`config.mk`:
```
export PLATFORM = sky130hd
export DESIGN_NAME = axi_read_demux
export DESIGN_NICKNAME = d
export VERILOG_FILES = /design/src/source/demux_cfg_pkg.sv /design/src/source/axi_read_pkg.sv /design/src/source/ar_route_ctrl.sv /design/src/source/axi_read_demux.sv /design/src/source/id_flight_table.sv /design/src/source/r_burst_arbiter.sv
export SDC_FILE = /design/constraint.sdc
export NUM_CORES = 1
export LEC_CHECK = 0
export ABC_CLOCK_PERIOD_IN_PS = 3800
export BUFFER_PORTS_ARGS = -buffer_cell sky130_fd_sc_hd__clkbuf_2
export CAP_MARGIN = 5
export CORE_AREA = 2 2 99 101
export DETAILED_ROUTE_END_ITERATION = 16
export DIE_AREA = 0 0 101 103
export PLACE_DENSITY_LB_ADDON = 0.12
export SETUP_SLACK_MARGIN = 0.1
export SYNTH_ARGS = -nofsm -noshare
export SYNTH_HDL_FRONTEND = slang
export SYNTH_SLANG_ARGS = --single-unit
```
`constraint.sdc`:
```
create_clock -name clk_i -period 3.8 [get_ports clk_i]
set_clock_uncertainty 0.1 [all_clocks]
set_input_delay 0.57 -clock clk_i [delete_from_list [all_inputs] [get_ports clk_i]]
set_output_delay 0.57 -clock clk_i [all_outputs]
set_load 0.03 [all_outputs]
```
`src/source/demux_cfg_pkg.sv`:
```
// ----------------------------------------
// demux configuration
// sizing constants, port select and in-flight
// counter types of the read demux
// ----------------------------------------

package demux_cfg_pkg;

  // downstream ports and their select
  localparam int unsigned num_mst_ports = 3;
  localparam int unsigned sel_width     = 2;
  typedef logic [sel_width-1:0] port_sel_t;

  // full axi id and the low bits tracked per slot
  localparam int unsigned id_width  = 4;
  localparam int unsigned look_bits = 2;
  typedef logic [look_bits-1:0] look_id_t;

  // reads in flight per slot, slot is full at max_trans
  localparam int unsigned max_trans = 3;
  localparam int unsigned cnt_width = 2;
  typedef logic [cnt_width-1:0] flight_cnt_t;

  // one bit per downstream port
  typedef logic [num_mst_ports-1:0] port_vec_t;

endpackage

```
`src/source/axi_read_pkg.sv`:
```
// ----------------------------------------
// axi read channels
// AR and R payloads plus the AR request
// bundled with its routing choice
// ----------------------------------------

package axi_read_pkg;

  localparam int unsigned addr_width = 32;
  localparam int unsigned data_width = 32;
  localparam int unsigned len_width  = 8;

  // ----------------------------------------
  // address read
  // ----------------------------------------
  // burst carries len+1 beats
  typedef struct packed {
    logic [demux_cfg_pkg::id_width-1:0] id;
    logic [addr_width-1:0]              addr;
    logic [len_width-1:0]               len;
  } ar_chan_t;

  // ----------------------------------------
  // read data
  // ----------------------------------------
  typedef struct packed {
    logic [demux_cfg_pkg::id_width-1:0] id;
    logic [data_width-1:0]              data;
    logic                               last;
  } r_chan_t;

  // ----------------------------------------
  // routed request
  // ----------------------------------------
  // sel picks the downstream port, must stay below num_mst_ports
  typedef struct packed {
    ar_chan_t                 ar;
    demux_cfg_pkg::port_sel_t sel;
  } ar_route_t;

endpackage

```
`src/source/ar_route_ctrl.sv`:
```
// ----------------------------------------
// AR route control
// admits upstream AR requests against the
// flight table and fans them out to one port
// ----------------------------------------

`timescale 1ns/1ps
`default_nettype none

module ar_route_ctrl (
  input  wire logic                     clk_i,
  input  wire logic                     rst_ni,
  // upstream AR
  input  wire axi_read_pkg::ar_route_t  slv_ar_i,
  input  wire logic                     slv_ar_valid_i,
  output logic                          slv_ar_ready_o,
  // downstream AR, payload shared by all ports
  output axi_read_pkg::ar_chan_t        mst_ar_o,
  output demux_cfg_pkg::port_vec_t      mst_ar_valid_o,
  input  wire demux_cfg_pkg::port_vec_t mst_ar_ready_i,
  // flight table answers
  input  wire demux_cfg_pkg::port_sel_t lookup_sel_i,
  input  wire logic                     lookup_busy_i,
  input  wire logic                     table_full_i,
  // flight table push
  output logic                          push_o,
  output demux_cfg_pkg::look_id_t       push_id_o,
  output demux_cfg_pkg::port_sel_t      push_sel_o
);

  import demux_cfg_pkg::*;

  // request may go out this cycle
  logic admit;
  // valid towards the selected port and its ready
  logic ar_valid;
  logic ar_ready;
  // keeps the valid up once it was shown to a port
  logic lock_q;

  // ----------------------------------------
  // admission
  // ----------------------------------------
  // slot must be free or already heading to the same port,
  // otherwise responses could return out of order
  assign admit = slv_ar_valid_i && !table_full_i &&
                 (!lookup_busy_i || (slv_ar_i.sel == lookup_sel_i));

  // locked valid wins even if admission drops meanwhile
  assign ar_valid = lock_q || admit;

  // ----------------------------------------
  // fan-out
  // ----------------------------------------
  assign mst_ar_o = slv_ar_i.ar;

  always_comb begin
    mst_ar_valid_o = '0;
    ar_ready       = 1'b0;
    for (int unsigned i = 0; i < num_mst_ports; i++) begin
      if (ar_valid && (slv_ar_i.sel == port_sel_t'(i))) begin
        mst_ar_valid_o[i] = 1'b1;
        ar_ready          = mst_ar_ready_i[i];
      end
    end
  end

  // ready goes straight back upstream
  assign slv_ar_ready_o = ar_valid && ar_ready;

  // ----------------------------------------
  // flight table push
  // ----------------------------------------
  assign push_o     = ar_valid && ar_ready;
  assign push_id_o  = slv_ar_i.ar.id[look_bits-1:0];
  assign push_sel_o = slv_ar_i.sel;

  // ----------------------------------------
  // valid lock
  // ----------------------------------------
  // set while the port stalls, dropped on the transfer
  always_ff @(posedge clk_i) begin
    if (!rst_ni) begin
      lock_q <= 1'b0;
    end else begin
      lock_q <= ar_valid && !ar_ready;
    end
  end

  // downstream valid must not fall or move before ready
  ar_valid_held: assert property (@(posedge clk_i) disable iff (!rst_ni)
    (ar_valid && !ar_ready) |=> (mst_ar_valid_o == $past(mst_ar_valid_o)))
    else $error("AR valid dropped under stall");

  // payload must hold while the port stalls
  ar_payload_held: assert property (@(posedge clk_i) disable iff (!rst_ni)
    (ar_valid && !ar_ready) |=> $stable(mst_ar_o))
    else $error("AR payload changed under stall");

endmodule

`default_nettype wire

```
`src/source/axi_read_demux.sv`:
```
// ----------------------------------------
// axi read demux
// routes upstream AR to one of three ports
// and merges their R bursts back upstream
// ----------------------------------------

`timescale 1ns/1ps
`default_nettype none

module axi_read_demux (
  input  wire logic                     clk_i,
  input  wire logic                     rst_ni,
  // upstream port
  input  wire axi_read_pkg::ar_route_t  slv_ar_i,
  input  wire logic                     slv_ar_valid_i,
  output logic                          slv_ar_ready_o,
  output axi_read_pkg::r_chan_t         slv_r_o,
  output logic                          slv_r_valid_o,
  input  wire logic                     slv_r_ready_i,
  // downstream ports
  output axi_read_pkg::ar_chan_t        mst_ar_o,
  output demux_cfg_pkg::port_vec_t      mst_ar_valid_o,
  input  wire demux_cfg_pkg::port_vec_t mst_ar_ready_i,
  input  wire axi_read_pkg::r_chan_t [demux_cfg_pkg::num_mst_ports-1:0] mst_r_i,
  input  wire demux_cfg_pkg::port_vec_t mst_r_valid_i,
  output demux_cfg_pkg::port_vec_t      mst_r_ready_o
);

  import demux_cfg_pkg::*;

  // ----------------------------------------
  // internal wires
  // ----------------------------------------
  port_sel_t lookup_sel;
  logic      lookup_busy;
  logic      table_full;
  logic      push;
  look_id_t  push_id;
  port_sel_t push_sel;
  logic      pop;
  look_id_t  pop_id;

  // AR admission and fan-out
  ar_route_ctrl i_ar_route_ctrl (
    .clk_i          (clk_i),
    .rst_ni         (rst_ni),
    .slv_ar_i       (slv_ar_i),
    .slv_ar_valid_i (slv_ar_valid_i),
    .slv_ar_ready_o (slv_ar_ready_o),
    .mst_ar_o       (mst_ar_o),
    .mst_ar_valid_o (mst_ar_valid_o),
    .mst_ar_ready_i (mst_ar_ready_i),
    .lookup_sel_i   (lookup_sel),
    .lookup_busy_i  (lookup_busy),
    .table_full_i   (table_full),
    .push_o         (push),
    .push_id_o      (push_id),
    .push_sel_o     (push_sel)
  );

  // push slot is always the slot of the waiting request,
  // so it also drives the lookup
  id_flight_table i_id_flight_table (
    .clk_i         (clk_i),
    .rst_ni        (rst_ni),
    .lookup_id_i   (push_id),
    .lookup_sel_o  (lookup_sel),
    .lookup_busy_o (lookup_busy),
    .full_o        (table_full),
    .push_i        (push),
    .push_id_i     (push_id),
    .push_sel_i    (push_sel),
    .pop_i         (pop),
    .pop_id_i      (pop_id)
  );

  // R merge, pops the table on each last beat
  r_burst_arbiter i_r_burst_arbiter (
    .clk_i         (clk_i),
    .rst_ni        (rst_ni),
    .mst_r_i       (mst_r_i),
    .mst_r_valid_i (mst_r_valid_i),
    .mst_r_ready_o (mst_r_ready_o),
    .slv_r_o       (slv_r_o),
    .slv_r_valid_o (slv_r_valid_o),
    .slv_r_ready_i (slv_r_ready_i),
    .pop_o         (pop),
    .pop_id_o      (pop_id)
  );

endmodule

`default_nettype wire

```
`src/source/id_flight_table.sv`:
```
// ----------------------------------------
// id flight table
// per low-id slot in-flight counters and the
// downstream port each slot was last sent to
// ----------------------------------------

`timescale 1ns/1ps
`default_nettype none

module id_flight_table (
  input  wire logic                     clk_i,
  input  wire logic                     rst_ni,
  // lookup for the request waiting upstream
  input  wire demux_cfg_pkg::look_id_t  lookup_id_i,
  output demux_cfg_pkg::port_sel_t      lookup_sel_o,
  output logic                          lookup_busy_o,
  output logic                          full_o,
  // push on AR transfer
  input  wire logic                     push_i,
  input  wire demux_cfg_pkg::look_id_t  push_id_i,
  input  wire demux_cfg_pkg::port_sel_t push_sel_i,
  // pop on last R beat upstream
  input  wire logic                     pop_i,
  input  wire demux_cfg_pkg::look_id_t  pop_id_i
);

  import demux_cfg_pkg::*;

  // in-flight count and remembered port per slot
  flight_cnt_t cnt_q [2**look_bits];
  port_sel_t   sel_q [2**look_bits];

  // per slot full flags, or-reduced into full_o
  logic [2**look_bits-1:0] slot_full;

  // ----------------------------------------
  // lookup
  // ----------------------------------------
  assign lookup_sel_o  = sel_q[lookup_id_i];
  assign lookup_busy_o = (cnt_q[lookup_id_i] != '0);
  assign full_o        = |slot_full;

  // ----------------------------------------
  // counters
  // ----------------------------------------
  for (genvar i = 0; i < 2**look_bits; i++) begin : gen_slot
    logic push_hit;
    logic pop_hit;

    assign push_hit     = push_i && (push_id_i == look_id_t'(i));
    assign pop_hit      = pop_i && (pop_id_i == look_id_t'(i));
    assign slot_full[i] = (cnt_q[i] == flight_cnt_t'(max_trans));

    // push and pop on the same slot leave the count alone
    always_ff @(posedge clk_i) begin
      if (!rst_ni) begin
        cnt_q[i] <= '0;
      end else if (push_hit && !pop_hit) begin
        // saturate at the top
        if (!slot_full[i]) begin
          cnt_q[i] <= cnt_q[i] + flight_cnt_t'(1);
        end
      end else if (pop_hit && !push_hit) begin
        if (cnt_q[i] != '0) begin
          cnt_q[i] <= cnt_q[i] - flight_cnt_t'(1);
        end
      end
    end

    // port is reloaded on every push
    always_ff @(posedge clk_i) begin
      if (push_hit) begin
        sel_q[i] <= push_sel_i;
      end
    end
  end

  // a last beat upstream must match a burst that was sent out
  pop_not_empty: assert property (@(posedge clk_i) disable iff (!rst_ni)
    pop_i |-> (cnt_q[pop_id_i] != '0))
    else $error("pop on empty slot %0d", pop_id_i);

endmodule

`default_nettype wire

```
`src/source/r_burst_arbiter.sv`:
```
// ----------------------------------------
// R burst arbiter
// round-robin merge of the downstream R
// beats, a burst keeps the grant until last
// ----------------------------------------

`timescale 1ns/1ps
`default_nettype none

module r_burst_arbiter (
  input  wire logic                   clk_i,
  input  wire logic                   rst_ni,
  // downstream R
  input  wire axi_read_pkg::r_chan_t [demux_cfg_pkg::num_mst_ports-1:0] mst_r_i,
  input  wire demux_cfg_pkg::port_vec_t                                 mst_r_valid_i,
  output demux_cfg_pkg::port_vec_t                                      mst_r_ready_o,
  // upstream R
  output axi_read_pkg::r_chan_t       slv_r_o,
  output logic                        slv_r_valid_o,
  input  wire logic                   slv_r_ready_i,
  // flight table pop
  output logic                        pop_o,
  output demux_cfg_pkg::look_id_t     pop_id_o
);

  import demux_cfg_pkg::*;

  // ports allowed to request, all open between bursts
  port_vec_t burst_mask_q;
  port_vec_t req;
  // next port to get priority
  port_sel_t rr_q;
  // grant held while the upstream stalls
  logic      hold_q;
  port_sel_t gnt_q;
  // round-robin pick for this cycle
  logic      pick_found;
  port_sel_t pick_idx;
  port_sel_t sel_idx;
  logic      xfer;

  assign req = mst_r_valid_i & burst_mask_q;

  // ----------------------------------------
  // round-robin pick
  // ----------------------------------------
  // search starts at rr_q and wraps around
  always_comb begin
    int unsigned k;
    pick_found = 1'b0;
    pick_idx   = rr_q;
    for (int unsigned off = 0; off < num_mst_ports; off++) begin
      k = (int'(rr_q) + off) % num_mst_ports;
      if (!pick_found && req[k]) begin
        pick_found = 1'b1;
        pick_idx   = port_sel_t'(k);
      end
    end
  end

  // stalled beat keeps its port
  assign sel_idx = hold_q ? gnt_q : pick_idx;

  // ----------------------------------------
  // merge
  // ----------------------------------------
  assign slv_r_o       = mst_r_i[sel_idx];
  assign slv_r_valid_o = req[sel_idx];
  assign xfer          = slv_r_valid_o && slv_r_ready_i;

  // only the granted port sees ready, and only on a transfer
  always_comb begin
    mst_r_ready_o = '0;
    if (xfer) begin
      mst_r_ready_o[sel_idx] = 1'b1;
    end
  end

  // last beat releases the slot in the flight table
  assign pop_o    = xfer && slv_r_o.last;
  assign pop_id_o = slv_r_o.id[look_bits-1:0];

  // ----------------------------------------
  // grant, burst mask, pointer
  // ----------------------------------------
  always_ff @(posedge clk_i) begin
    if (!rst_ni) begin
      hold_q       <= 1'b0;
      gnt_q        <= '0;
      burst_mask_q <= '1;
      rr_q         <= '0;
    end else begin
      hold_q <= slv_r_valid_o && !slv_r_ready_i;
      if (slv_r_valid_o) begin
        gnt_q <= sel_idx;
      end
      if (xfer) begin
        if (slv_r_o.last) begin
          // burst done, reopen all ports and move past the winner
          burst_mask_q <= '1;
          rr_q         <= (sel_idx == port_sel_t'(num_mst_ports - 1)) ? '0 :
                          sel_idx + port_sel_t'(1);
        end else begin
          // lock out the other ports mid burst
          burst_mask_q                  <= '0;
          burst_mask_q[sel_idx]         <= 1'b1;
        end
      end
    end
  end

  // upstream beat holds while the master stalls
  r_payload_held: assert property (@(posedge clk_i) disable iff (!rst_ni)
    (slv_r_valid_o && !slv_r_ready_i) |=> (slv_r_valid_o && $stable(slv_r_o)))
    else $error("R beat changed under stall");

endmodule

`default_nettype wire
```
=== Yosys cells after proc, flatten, opt, wreduce, memory -nomap -nowiden ===
Memory sizes are Yosys's and may differ from the RTL's.
Index checks and enable logic that the tools add are counted.
Widths: inputs -> output; s select.

* Flip-flop bits (word level): 9
* Word-level logic and storage cells: 196
* Bits of input ports: 167
* Memories kept: 2
* RAM bits: 16
* Output and inout bits: 89

* Mux-type cells: 89
* Eq/ne operators: 14
* Magnitude comparators: 5
* Bitwise operators: 9
* Add/sub/neg operators: 11
* Reductions and logical operators: 58
* Div/mod/pow operators: 3

{| class="wikitable"
|+ Memory list
! memory !! depth !! width !! read ports !! clocked after memory_dff !! write ports !! line !! text
|-
| i_id_flight_table.cnt_q || 4 || 2 || 5 || 0 || 4 || id_flight_table.sv:30 || <nowiki>flight_cnt_t cnt_q [2**look_bits];</nowiki>
|-
| i_id_flight_table.sel_q || 4 || 2 || 1 || 0 || 1 || id_flight_table.sv:31 || <nowiki>port_sel_t sel_q [2**look_bits];</nowiki>
|}

{| class="wikitable"
|+ Operator list
! operator !! count
|-
| $lt 32x3->1 const B || 3
|-
| $bmux 37 s2 || 1
|-
| $mod 32x2->32 const B || 2
|-
| $mux 1 || 61
|-
| $mux 2 || 19
|-
| $mux 37 || 1
|-
| $mod 2x2->32 const B || 1
|-
| $logic_and 1x1->1 || 29
|-
| $eq 2x2->1 const B || 10
|-
| $logic_not 1->1 || 14
|-
| $add 2x1->2 const B || 5
|-
| $reduce_bool 2->1 || 5
|-
| $bmux 1 s2 || 4
|-
| $or 1x1->1 || 8
|-
| $sub 2x1->2 const B || 4
|-
| $eq 2x1->1 const B || 3
|-
| $logic_not 2->1 || 3
|-
| $mux 3 || 2
|-
| $reduce_or 2->1 || 3
|-
| $reduce_or 4->1 || 1
|-
| $add 2x1->3 const B || 1
|-
| $add 2x2->3 const B || 1
|-
| $and 3x3->3 || 1
|-
| $lt 2x3->1 const B || 1
|-
| 5 further kinds || 6
|}

=== Logic depth before layout (Yosys ltp) ===
* Depth after elaboration: 23
* Depth in mapped cells: 14
* Depth with buffers taken out: 12

=== By module ===
Synthesis repeated with hierarchy kept, for this count alone.

* Cells, all modules: 380
* Area total of the unflattened synthesis: 3205.6 um^2

{| class="wikitable"
|+ Modules (own cells, without submodules)
! module !! cells an instance !! area an instance (um^2) !! instances !! sequential area each (um^2)
|-
| r_burst_arbiter || 234 || 1737.9 || 1 || 160.2
|-
| id_flight_table || 82 || 960.9 || 1 || 480.5
|-
| ar_route_ctrl || 64 || 506.7 || 1 || 20.0
|}

=== Worst setup path before layout ===
Ideal clock, no wire load.

* Path type: register -> output
* Start: register i_r_burst_arbiter.rr_q[0]
* End: output slv_r_o[16] in the netlist's numbering
* Cell stages (with the launch flop): 12
* Slack: 0.154 ns
* Path buffers: 3
* Data required time: 3.130 ns
* Data arrival time: 2.976 ns
* Path through: dfxtp_1 inv_1 ha_1 buf_6 nand2b_1 o21ai_1 o32a_4 o31ai_4 buf_2 buf_2 mux2i_1 o21ai_0

{| class="wikitable"
|+ RTL lines
! item !! line !! text
|-
| start, declared || r_burst_arbiter.sv:32 || <nowiki>port_sel_t rr_q;</nowiki>
|-
| start signal, assigned || r_burst_arbiter.sv:101 || <nowiki>rr_q <= (sel_idx == port_sel_t'(num_mst_ports - 1)) ? '0 :</nowiki>
|-
| end, declared || axi_read_demux.sv:17 || <nowiki>output axi_read_pkg::r_chan_t slv_r_o,</nowiki>
|}

==> insert_results.sql <==
INSERT INTO impl_metrics (metric_group, metric, value, unit) VALUES
('outcome', 'status', 'finished clean', ''),
('cts', 'ctsHtreeMaxLevel', '1', ''),
('sta', 'worst-slew-pin-transition', '470', 'ps'),
('cts', 'cts_tree', 'yes', ''),
('die', 'design.portCount', '256', ''),
('power_and_ir_drop', 'powerDensity', '569', 'mW/mm^2'),
('setup_path', 'timing.critical_path.to_type', 'primary output', ''),
('route', 'antenna_violating_nets_left', '0', ''),
('global_routing', 'grt_max_degree', '38', ''),
('global_routing', 'globalRouteOverflowTotal', '0', ''),
('die', 'fp.dieH', '103', 'microns'),
('die', 'initial_utilization', '0.320', ''),
('synth', 'cell_count_after_synthesis', '365', ''),
('sta', 'final.setup.tns', '0', 'ps'),
('sta', 'fraction_of_the_cycle_the_final_worst_path_needs', '0.940', ''),
('setup_path', 'worst_setup_start_kind', 'flip-flop', ''),
('synth', 'async_set_or_reset_register_ratio_after_synthesis', '0', ''),
('global_routing', 'grt_pass1_wl', '16200', 'microns'),
('route', 'drc', '0', ''),
('cells_and_area', 'layout-area-overhead-vs-synth', '29.6', '%'),
('global_routing', 'grt_antenna_before_repair', '0', ''),
('global_routing', 'vias_in_the_first_global_route', '2856', ''),
('min_path', 'hold_class', 'reg -> reg', ''),
('synth', 'yosys.cell_types.count', '61', ''),
('route', 'via_per_inst', '5.14', ''),
('synth', 'synth_top_cells_by_area', 'sky130_fd_sc_hd__edfxtp_1 (16%), sky130_fd_sc_hd__mux2i_1 (13%), sky130_fd_sc_hd__buf_4 (11%)', ''),
('cells_and_area', 'finish.utilization', '0.415', ''),
('cells_and_area', 'diodes', '0', ''),
('setup_path', 'endpoint_required_time_on_the_critical_path', '3130', 'ps'),
('cells_and_area', 'filler_cell_count', '1002', ''),
('synth', 'yosys_warnings', '0', ''),
('synth', 'ys_seq_area_frac', '0.218', ''),
('synth', 'post-synth-top-area-fraction', '0.159', ''),
('power_and_ir_drop', 'static-leakage-power', '1.77', 'nW'),
('sta', 'fmax', '0.280', 'GHz'),
('synth', 'synth-edff-count', '16', ''),
('die', 'floorplan.die.width', '101', 'microns'),
('setup_path', 'worstPathMaxFanout', '7', ''),
('synth', 'post_synth.cell_area_avg', '8.30', 'sq um'),
('cts', 'clock_sinks', '25', ''),
('synth', 'synth.most_common_cell', 'sky130_fd_sc_hd__nand2_1', ''),
('die', 'std_cell_rows', '36', ''),
('route', 'routed_wire_length_per_instance', '18.6', 'microns'),
('sta', 'final-max-slew-violation-count', '0', ''),
('sta', 'finalHoldViolCount', '0', ''),
('sta', 'setup_repair_after_global_routing_missed_its_margin', 'false', ''),
('power_and_ir_drop', 'vdd.ir_drop.worst', '0.336', 'mV'),
('global_routing', 'gr-usage-all-layers', '0.202', ''),
('synth', 'synth_commonest_cells', 'sky130_fd_sc_hd__nand2_1 (51), sky130_fd_sc_hd__buf_4 (45), sky130_fd_sc_hd__o21ai_0 (40)', ''),
('route', 'num_vias', '3124', ''),
('synth', 'ys.flop_type', 'sky130_fd_sc_hd__edfxtp_1', ''),
('die', 'placeableCoreArea', '0.00946', 'sq mm'),
('synth', 'yosysTopAreaCell', 'sky130_fd_sc_hd__edfxtp_1', ''),
('synth', 'synth_area', '0.00303', 'sq mm'),
('placement', 'gp_routability_congestion', '0.909', ''),
('route', 'drt_wl_total', '11300', 'microns'),
('cts', 'path_clk_slew', '90', 'ps'),
('setup_path', 'path_class', 'reg -> out', ''),
('synth', 'ys_ff_latch', '25', ''),
('route', 'dr.pass1.iters', '4', ''),
('placement', 'io_buffer_count', '171', ''),
('sta', 'period_needed', '3570', 'ps'),
('flow_run', 'max_cap_violations', '0', ''),
('die', 'die-area', '0.0104', 'sq mm'),
('route', 'detail_route.iter0.violations', '120', ''),
('cells_and_area', 'nNetsFinal', '670', ''),
('cts', 'number_of_cts_inserted_buffers', '3', ''),
('cts', 'clk_path_buf_depth', '2', ''),
('setup_path', 'worstPathArrival', '2900', 'ps'),
('power_and_ir_drop', 'design_power_total', '0.00224', 'W'),
('sta', 'max_slew_margin', '0.686', ''),
('cts', 'worst_skew_pair.late_latency', '270', 'ps'),
('sta', 'report.final.setup_viol', '0', ''),
('cells_and_area', 'post_route_cells_drive_above_1_share', '0.462', ''),
('placement', 'place_hpwl', '9360', 'microns'),
('synth', 'synthesis.nets', '540', ''),
('cts', 'clockRootBuffer', 'sky130_fd_sc_hd__clkbuf_8', '');
## final cells by class
cell class | count | area [sq um] | share of cell area
multi-input cells | 262 | 1970 | 0.503
repair buffers | 188 | 1040 | 0.264
flip-flops and latches | 25 | 666 | 0.169
well taps | 114 | 143 | 0.0363
inverters | 15 | 58.8 | 0.0150
clock buffers | 3 | 41.3 | 0.0105
clock inverters | 1 | 7.51 | 0.00191
## cell usage in the layout (no fill, tap or decap), types with 4 or more instances in the layout
master | Yosys | final
sky130_fd_sc_hd__and3b_1 | 4 | 4
sky130_fd_sc_hd__buf_2 | 4 | 4
sky130_fd_sc_hd__and3_1 | 5 | 5
sky130_fd_sc_hd__inv_1 | 13 | 13
sky130_fd_sc_hd__edfxtp_1 | 16 | 16
sky130_fd_sc_hd__nor2b_1 | 6 | 6
sky130_fd_sc_hd__dfxtp_1 | 9 | 7
sky130_fd_sc_hd__nand3_1 | 8 | 8
sky130_fd_sc_hd__nand4_1 | 4 | 4
sky130_fd_sc_hd__a211oi_1 | 6 | 5
sky130_fd_sc_hd__mux2i_1 | 39 | 36
sky130_fd_sc_hd__nor2_1 | 15 | 15
sky130_fd_sc_hd__clkbuf_2 | 0 | 165
sky130_fd_sc_hd__ha_1 | 8 | 6
sky130_fd_sc_hd__a21oi_1 | 7 | 7
sky130_fd_sc_hd__nor3_1 | 9 | 9
sky130_fd_sc_hd__buf_4 | 45 | 13
sky130_fd_sc_hd__nand2_1 | 51 | 51
sky130_fd_sc_hd__o21ai_0 | 40 | 37
## metal layers
layer / vias to the layer above / global-route usage / routed length, microns
met5: - / 0 / 0
met4: 0 / 0.0364 / 38
met3: 4 / 0.0841 / 1110
met2: 133 / 0.329 / 5530
met1: 1452 / 0.255 / 4660
li1: 1535 / - / -
## path summary, 6_finish.rpt
| path | from | end | slack, ps | depth (start not counted) |
|---|---|---|---|---|
| hold / removal | i_r_burst_arbiter.rr_q[0] | i_r_burst_arbiter.rr_q[0] | 410 | 2 |
| setup / recovery | i_r_burst_arbiter.rr_q[0] | slv_r_o[34] | 230 | 11 |
| setup reg to reg | i_r_burst_arbiter.rr_q[0] | i_id_flight_table.cnt_q[0][1] | 260 | 13 |
| hold reg to reg | i_r_burst_arbiter.rr_q[0] | i_r_burst_arbiter.rr_q[0] | 410 | 2 |
## repair_timing
action / in CTS / in global routing
pin swaps: 3 / 3
hold buffers: 0 / 0
endpoints found under the hold margin: 0 / 0
resized for setup: 14 / 18
gates cloned: 0 / 1
buffers inserted: 3 / 5
endpoints found under the setup margin: 39 / 43
## stage by stage
| step | hold WS, ps | cell area (sq um) | setup slack, ps | std cells |
|---|---|---|---|---|
| after floorplan | 377 | 3030 | 154 | 365 |
| after global placement | 403 | 3680 | 142 | 595 |
| after detailed placement | 403 | 3680 | 78.9 | 595 |
| after CTS | 390 | 3800 | 122 | 602 |
| after global routing | 425 | 3930 | 108 | 608 |
| final | 411 | 3930 | 228 | 608 |
## cells by family (layout without fill, tap and decap cells)
family,after synthesis,count (layout),share of synthesized area
flip-flops,25,25,0.218
XOR/XNOR,2,2,0.00578
buffers and inverters,78,207,0.160
AND/OR/NAND/NOR,125,125,0.226
AO/OA/AOI/OAI,83,83,0.199
adder cells (fa/ha/maj),8,8,0.0330
multiplexers,44,44,0.159
## critical path: stages, from the launching register on
cell	delay, ps
sky130_fd_sc_hd__dfxtp_4	390
sky130_fd_sc_hd__inv_1	70
sky130_fd_sc_hd__ha_4	300
sky130_fd_sc_hd__nand2b_1	130
sky130_fd_sc_hd__o21ai_1	80
sky130_fd_sc_hd__o32a_4	400
sky130_fd_sc_hd__o31ai_4	250
sky130_fd_sc_hd__buf_6	190
sky130_fd_sc_hd__mux2_2	370
sky130_fd_sc_hd__a22oi_4	200
sky130_fd_sc_hd__inv_4	80
sky130_fd_sc_hd__buf_2	190
## power breakdown
group          internal, W  switching [W]
sequential        0.000314      0.0000304
combinational     0.000583        0.00114
clock            0.0000743      0.0000891
total             0.000972        0.00126
## flip-flops by register name, indices dropped and copies added, names as in the netlist
register	count
i_id_flight_table.sel_q	8
i_r_burst_arbiter.rr_q	2
i_id_flight_table.cnt_q	8
i_ar_route_ctrl.lock_q	1
i_r_burst_arbiter.hold_q	1
i_r_burst_arbiter.burst_mask_q	3
i_r_burst_arbiter.gnt_q	2
Note: power is estimated with default switching activity, not from simulation.
